`src/rtl/elk_macros.svh`:
```
// memory map and cassette constants
// bank geometry, page codes, adc window and hysteresis
`ifndef ELK_MACROS_SVH
`define ELK_MACROS_SVH

// cpu bus and bank geometry
`define ELK_BUS_AW          19
`define ELK_BANK_AW         14
`define ELK_ROM_BANKS       7
`define ELK_RAM_BANKS       8
`define ELK_ROM_LOAD_INDEX  8'd0

// page codes on bus bits 18..14, prefixes of varying length
`define ELK_PG_ROM0   5'b0_01_00
`define ELK_PG_OS     4'b0_10_0
`define ELK_PG_BASIC  4'b0_10_1
`define ELK_PG_ROMHI  3'b0_11
`define ELK_PG_RAM    2'b1_0

// cassette adc
`define ELK_ADC_W     12
`define ELK_WIN_LOG2  9
`define ELK_HYST      100

`endif

```
`src/rtl/elk_mem_pkg.sv`:
```
// memory map types
// bus address, data byte, bank offset and select
// bus request, loader write and decoded page structs
`include "elk_macros.svh"

package elk_mem_pkg;

	typedef logic [`ELK_BUS_AW-1:0]  bus_addr_t;
	typedef logic [7:0]              byte_t;
	typedef logic [`ELK_BANK_AW-1:0] bank_off_t;
	typedef logic [2:0]              bank_sel_t;
	// bank number over offset
	typedef logic [`ELK_BANK_AW+2:0] store_addr_t;

	// cpu side of the external bus
	typedef struct packed {
		bus_addr_t addr;
		byte_t     wdata;
		logic      we_n;
	} bus_req_t;

	// download port, one byte per wr pulse
	typedef struct packed {
		logic [7:0]  index;
		store_addr_t addr;
		byte_t       data;
		logic        wr;
	} load_wr_t;

	// at most one hit flag set
	typedef struct packed {
		logic      rom_hit;
		logic      ram_hit;
		bank_sel_t bank;
		bank_off_t off;
	} page_dec_t;

endpackage

```
`src/rtl/elk_page_decode.sv`:
```
// bus page decoder
// maps bus bits 18..14 onto rom or sideways ram bank numbers
`timescale 1ns/1ps
`include "elk_macros.svh"

module elk_page_decode (
	input  elk_mem_pkg::bus_req_t  i_bus,
	output elk_mem_pkg::page_dec_t o_page
);

	////////////////////////////////////////////////////////////
	// page field
	////////////////////////////////////////////////////////////

	// 16k page number, 5 bits
	logic [4:0] page;

	assign page = i_bus.addr[`ELK_BUS_AW-1:`ELK_BANK_AW];

	////////////////////////////////////////////////////////////
	// page tables
	////////////////////////////////////////////////////////////

	always_comb begin
		// offset always passes straight through
		o_page.off     = i_bus.addr[`ELK_BANK_AW-1:0];
		o_page.rom_hit = 1'b0;
		o_page.ram_hit = 1'b0;
		o_page.bank    = '0;

		if (page == `ELK_PG_ROM0) begin
			// single page rom slot
			o_page.rom_hit = 1'b1;
			o_page.bank    = 3'd0;
		end else if (page[4:1] == `ELK_PG_OS) begin
			// os rom, mirrored over two pages
			o_page.rom_hit = 1'b1;
			o_page.bank    = 3'd1;
		end else if (page[4:1] == `ELK_PG_BASIC) begin
			// basic rom, also mirrored
			o_page.rom_hit = 1'b1;
			o_page.bank    = 3'd2;
		end else if (page[4:2] == `ELK_PG_ROMHI) begin
			// four upper rom slots, banks 3..6
			o_page.rom_hit = 1'b1;
			o_page.bank    = 3'd3 + {1'b0, page[1:0]};
		end else if (page[4:3] == `ELK_PG_RAM) begin
			// eight sideways ram pages in order
			o_page.ram_hit = 1'b1;
			o_page.bank    = page[2:0];
		end
		// anything else left unmapped
	end

endmodule

```
`config.mk`:
```
export PLATFORM = sky130hd
export DESIGN_NAME = elk_page_decode
export DESIGN_NICKNAME = d
export VERILOG_FILES = /design/src/rtl/elk_mem_pkg.sv /design/src/rtl/elk_page_decode.sv
export VERILOG_INCLUDE_DIRS = /design/src /design/src/rtl
export SDC_FILE = /design/constraint.sdc
export NUM_CORES = 1
export LEC_CHECK = 0
export BUFFER_PORTS_ARGS = -buffer_cell sky130_fd_sc_hd__buf_4
export CORE_AREA = 2 2 39 41
export DETAILED_ROUTE_END_ITERATION = 10
export DIE_AREA = 0 0 41 43
export GPL_ROUTABILITY_DRIVEN = 1
export PLACE_DENSITY_LB_ADDON = 0.1
export SETUP_SLACK_MARGIN = 0.05
export SYNTH_ARGS = -nofsm -noshare
export SYNTH_HDL_FRONTEND = slang
export SYNTH_SLANG_ARGS = --single-unit
```
`constraint.sdc`:
```
create_clock -name vclk -period 0.8
set_input_delay 0.08 -clock vclk [all_inputs]
set_output_delay 0.08 -clock vclk [all_outputs]
set_load 0.1 [all_outputs]
```
==> impl_summary.txt, run 1 <==
----------------------------------------------------
[Global route]
  Number of global-route vias before repair ... around 180
  Wire length of the first global-routing pass ... roughly 950 um
  Global route total overflow ... 0
  Antenna violations before repair ... 0
  Overall fraction of global-route tracks in use ... roughly 7.3%
  Largest net degree at the start of global routing ... 7

[Setup path]
  Largest driver fanout on the critical path ... 2
  Critical path capture point type ... primary output
  Path type of the worst setup path ... in2out
  Data arrival at the endpoint of the critical path ... ~1.1 ns
  Required @ worst endpoint ... slightly above 0.7 ns
  Startpoint type of the worst setup path ... input port

[Timing]
  Worst Tran Pin Value ... 0.162 ns
  RSZ-0062 raised after global routing ... yes
  Achievable Freq ... roughly 870 MHz
  Portion of the clock cycle consumed by the worst path in the final layout ... 143%
  Relative slew slack ... between 80% and 90%
  Fin crit period ... 1.14 ns
  Worst path setup slack after routing ... -0.345 ns
  Final Hold Viols ... 0
  Number of pins exceeding their max-slew limit in the final report ... 0
  Final count of negative-setup-slack endpoints ... 4

[Logic synthesis]
  Cells after synthesis ... 29
  Synthesized area divided by synthesized cell count ... about 8 um^2
  Proportion of synthesized chip area in sequential cells ... 0%
  Mapped Area ... around 230 um^2
  Number of distinct standard cells referenced by the synthesized netlist ... 13
  Number of warnings printed during yosys synthesis ... 0
  Syn Nets ... 59

[Drt]
  # DRC ... 0
  Initial DRT Pass Iterations ... 1
  Detailed Route Iter0 Violations ... 0
  Total routed wirelength ... 710 um
  Drt via density ... 4.18
  Via Count ... around 210
  Final routed wire length divided by cell count ... ~14 um
  Routed Antenna Nets ... 0

[Floorplan]
  Standard-cell rows ... 14
  Die Wd ... ~41 um
  Area enclosed by the die boundary ... 1760 um^2
  Core Region ... ~1400 um^2
  Number of top-level pins ... 47
  Effective utilization at floorplan ... between 10% and 20%
  Height of the die ... 43 um

[Finish]
  Area taken by multi-input logic gates ... 196 um^2
  Net count, final ... 66
  Final cell count without fillers ... 50
  Share of cells above drive strength 1 ... slightly below 90%
  Fillcell total ... 142
  Area added between synthesis and finish ... 108%
  Num sequential ... 0
  Number of diodes ... 0
  Register area ... 0 um^2
  Final-layout clock buffer total ... 0

[Flow run]
  Number of max-cap violations ... 0

[Place]
  Number of placed instances with taps included ... 48
  HPWL Detailed ... approximately 580 um
  Buffers on Ports ... 10
  Gpl congestion ... roughly 0.57

[Outcome]
  Violated checks ... setup timing
  Run status ... finished, violations left

[Power and ir drop]
  Worst supply voltage drop on vdd ... around 150 uV
  LEAKAGE ... about 0.00021 uW
  Total design power ... roughly 380 uW
  Power per Cell Area ... ~800 nW/um^2

[Min path]
  Hold WC Path Type ... in2out

[Clock tree]
  CTS hold repair buffers ... 0

----------------------------------------------------
[where the power goes]
| group | leakage [uW] | total (uW) | internal, uW | switching, uW |
|---|---|---|---|---|
| clock network | 0 | 0 | 0 | 0 |
| registers | 0 | 0 | 0 | 0 |
| logic | 0.000213 | 381 | 175 | 206 |
[stage by stage]
step | setup WS, ns | area, um^2 | hold WS (ns) | setup TNS (ns) | utilization [%]
after floorplan | -0.351 | 309 | 0.256 | -1.06 | -
after global placement | -0.513 | 352 | 0.161 | -1.35 | 25.4
after detailed placement | -0.514 | 352 | 0.161 | -1.34 | 25.4
after CTS | -0.351 | 420 | 0.161 | -0.791 | 30.4
after global routing | -0.367 | 478 | 0.160 | -0.890 | 34.5
final | -0.345 | 478 | 0.161 | -0.770 | 34.5
[timing repair]
action	in CTS	in global routing
setup endpoints to repair	5	5
resized for setup	17	9
buffers inserted	0	2
pin swaps	5	4
[routing by layer]
metal | global-route usage [%] | vias up | wire length (um)
met5 | 0 | - | 0
met4 | 0 | 0 | 0
met3 | 4.71 | 0 | 141
met2 | 14.4 | 18 | 379
met1 | 5.70 | 95 | 190
li1 | - | 96 | -
[synth_stat cells]
library cell  number  share of area, %
a22o_1             1               3.8
inv_1              2               3.3
a211o_1            1               3.8
mux2i_1            1               4.3
nor2_1             1               1.6
a21oi_1            1               2.2
buf_4             14                46
nor3b_1            1               3.3
ha_1               2                11
nor2b_2            1               3.8
o21a_1             1               3.3
and2b_1            1               3.3
and4bb_1           2                11
[critical path, cell delays in order]
cell	delay (ns)
buf_8	0.08
inv_6	0.03
ha_4	0.24
and4bb_1	0.18
a211o_4	0.28
buf_12	0.17
[worst paths after layout]
check,from,cells past startpoint,slack [ns],to
setup / recovery,i_bus[23],6,-0.34,o_page[15]
hold / removal,i_bus[10],0,0.16,o_page[1]
[layout by cell type, fill, tap and decap left out, types with 2 or more instances in the layout]
cell | synthesis | layout
ha_4 | 0 | 2
and4bb_1 | 2 | 2
buf_6 | 0 | 3
buf_4 | 14 | 9
buf_12 | 0 | 6
[kinds of logic (layout without fill, tap and decap cells)]
logic type               after synthesis  in the layout  synth area share [%]
adder cells (fa/ha/maj)                2              2                  10.9
multiplexers                           1              1                  4.35
buffers and inverters                 16             21                  48.9
AO/OA/AOI/OAI                          4              4                  13.0
AND/OR/NAND/NOR                        6              6                  22.8
[final cells by class]
cell class                 count  area share, %
tap                           16           4.19
inverter                       2           5.24
multi-input combinational     13           41.1
timing repair buffer          19           49.5
(Power assumes the default switching activity.)
==> run 2: changes to the inputs <==
--- a/config.mk
+++ b/config.mk
@@ -11,7 +11,7 @@
 export DETAILED_ROUTE_END_ITERATION = 10
 export DIE_AREA = 0 0 41 43
 export GPL_ROUTABILITY_DRIVEN = 1
-export PLACE_DENSITY_LB_ADDON = 0.1
+export PLACE_DENSITY = 0.68
 export SETUP_SLACK_MARGIN = 0.05
 export SYNTH_ARGS = -nofsm -noshare
 export SYNTH_HDL_FRONTEND = slang
==> run 2 against run 1 <==
Net effect:
- the flow still finishes with violations (setup timing)
- combinational power up 2%
- via count down 5.7%
- global-route usage down 0.10 points
- total power up 2.2%
- final cell count down 2.0%
- maximum frequency up 1.2%
- flip-flop and latch count unchanged
- critical endpoint unchanged
==> impl_summary.txt, run 2 (synthesized netlist as in run 1, its figures left out) <==
----------------------------------------------------
[Drt]
  # DRC ... 0
  Routed Antenna Nets ... 0
  Detailed Route Iter0 Violations ... 0
  Final routed wire length divided by cell count ... 13.7 um
  Drt via density ... 4.02
  Initial DRT Pass Iterations ... 1
  Total routed wirelength ... between 600 and 700 um
  Via Count ... a little under 200

[Finish]
  Most frequent cells in the layout ... buf_12 (6), buf_4 (6), buf_6 (5)
  Area added between synthesis and finish ... 109%
  Net count, final ... 65
  Number of diodes ... 0
  Num sequential ... 0
  Register area ... 0 um^2
  Share of cells above drive strength 1 ... about nine tenths
  Final-layout clock buffer total ... 0
  Fraction of the core area covered by cells at the end of the flow ... between 30% and 40%

[Global route]
  Global route total overflow ... 0
  GRT met3 Usage ... between 1 and 1.5%
  Met1 Use GR ... under 10%
  Largest net degree at the start of global routing ... 7
  Overall fraction of global-route tracks in use ... slightly above 7%
  Number of global-route vias before repair ... approximately 210
  Wire length of the first global-routing pass ... around 900 um
  GRT Max-Usage Layer ... met2
  Fraction of met2 tracks used by global routing ... 16.9%
  Antenna violations before repair ... 0

[Power and ir drop]
  Total design power ... between 300 and 400 uW
  Worst supply voltage drop on vdd ... between 150 and 200 uV
  Power per Cell Area ... between 800 and 900 nW/um^2
  LEAKAGE ... around 0.00021 uW

[Setup path]
  Largest driver fanout on the critical path ... 2
  Required @ worst endpoint ... ~0.72 ns
  Startpoint type of the worst setup path ... input port
  Data arrival at the endpoint of the critical path ... roughly 1.1 ns
  Critical path capture point type ... primary output
  Path type of the worst setup path ... in2out

[Timing]
  Worst Tran Pin Value ... between 0.1 and 0.15 ns
  Number of pins exceeding their max-slew limit in the final report ... 0
  Fin crit period ... roughly 1.1 ns
  Relative slew slack ... around nine tenths
  Worst path setup slack after routing ... -0.331 ns
  RSZ-0062 raised after global routing ... yes
  Setup TNS Final ... -0.741 ns
  Portion of the clock cycle consumed by the worst path in the final layout ... 141%
  Achievable Freq ... roughly 880 MHz
  Final Hold Viols ... 0
  Worst hold slack ... 0.160 ns
  Final count of negative-setup-slack endpoints ... 4

[Floorplan]
  Effective utilization at floorplan ... 16.6%
  Height of the die ... 43 um
  Area enclosed by the die boundary ... 1760 um^2
  Number of top-level pins ... 47
  Core Region ... 1380 um^2
  Die Wd ... approximately 41 um
  Standard-cell rows ... 14

[Place]
  Gpl congestion ... about 0.52
  Buffers on Ports ... 10

[Flow run]
  Number of max-cap violations ... 0

[Clock tree]
  CTS hold repair buffers ... 0

[Min path]
  Hold WC Path Type ... in2out

[Outcome]
  Violated checks ... setup timing
  Run status ... finished, violations left

----------------------------------------------------
==> run 2: cell types whose count changed in the layout (fill, tap and decap cells not counted) <==
cell,before,now
buf_6,3,5
ha_2,0,1
mux2i_4,0,1
ha_4,2,1
buf_4,9,6
mux2i_1,1,0
==> run 2: power breakdown <==
part           internal (uW)  total [uW]  leakage (uW)  switching [uW]
Sequential                 0           0             0               0
Clock                      0           0             0               0
Combinational            179         390      0.000209             210
Total                    179         390      0.000209             210
==> run 2: worst max-delay path: stages <==
cell and delay [ns]:
buf_12 0.09, inv_12 0.03, ha_4 0.23, and4bb_1 0.17
a211o_4 0.27, buf_12 0.17
==> run 2: layout make-up <==
class	instances	area, um^2
Fill cell	134	903
Timing Repair Buffer	18	236
Tap cell	16	20.0
Multi-Input combinational cell	13	199
Inverter	2	25.0
==> run 2: repair_timing <==
action,4_1_cts,5_1_grt
pin swaps,5,2
hold endpoints to repair,0,0
buffers inserted,2,0
cloned,0,0
setup endpoints to repair,5,5
resized for setup,23,6
==> run 2: stage by stage <==
step,setup slack (ns),instance area [um^2],cells
2_1_floorplan,-0.351,309,29
3_3_place_gp,-0.503,344,47
3_5_place_dp,-0.505,344,47
4_1_cts,-0.336,453,49
5_1_grt,-0.353,480,49
6_report,-0.331,480,49
==> run 2: final timing paths <==
path | startpoint | end | slack (ns) | depth (start not counted)
worst min-delay path | i_bus[12] | o_page[3] | 0.16 | 0
worst max-delay path | i_bus[24] | o_page[15] | -0.33 | 6
==> run 2: routing by layer <==
layer	wire length (um)	up-vias
met5	0	-
met4	0	0
met3	82	0
met2	397	13
met1	193	92
li1	-	92
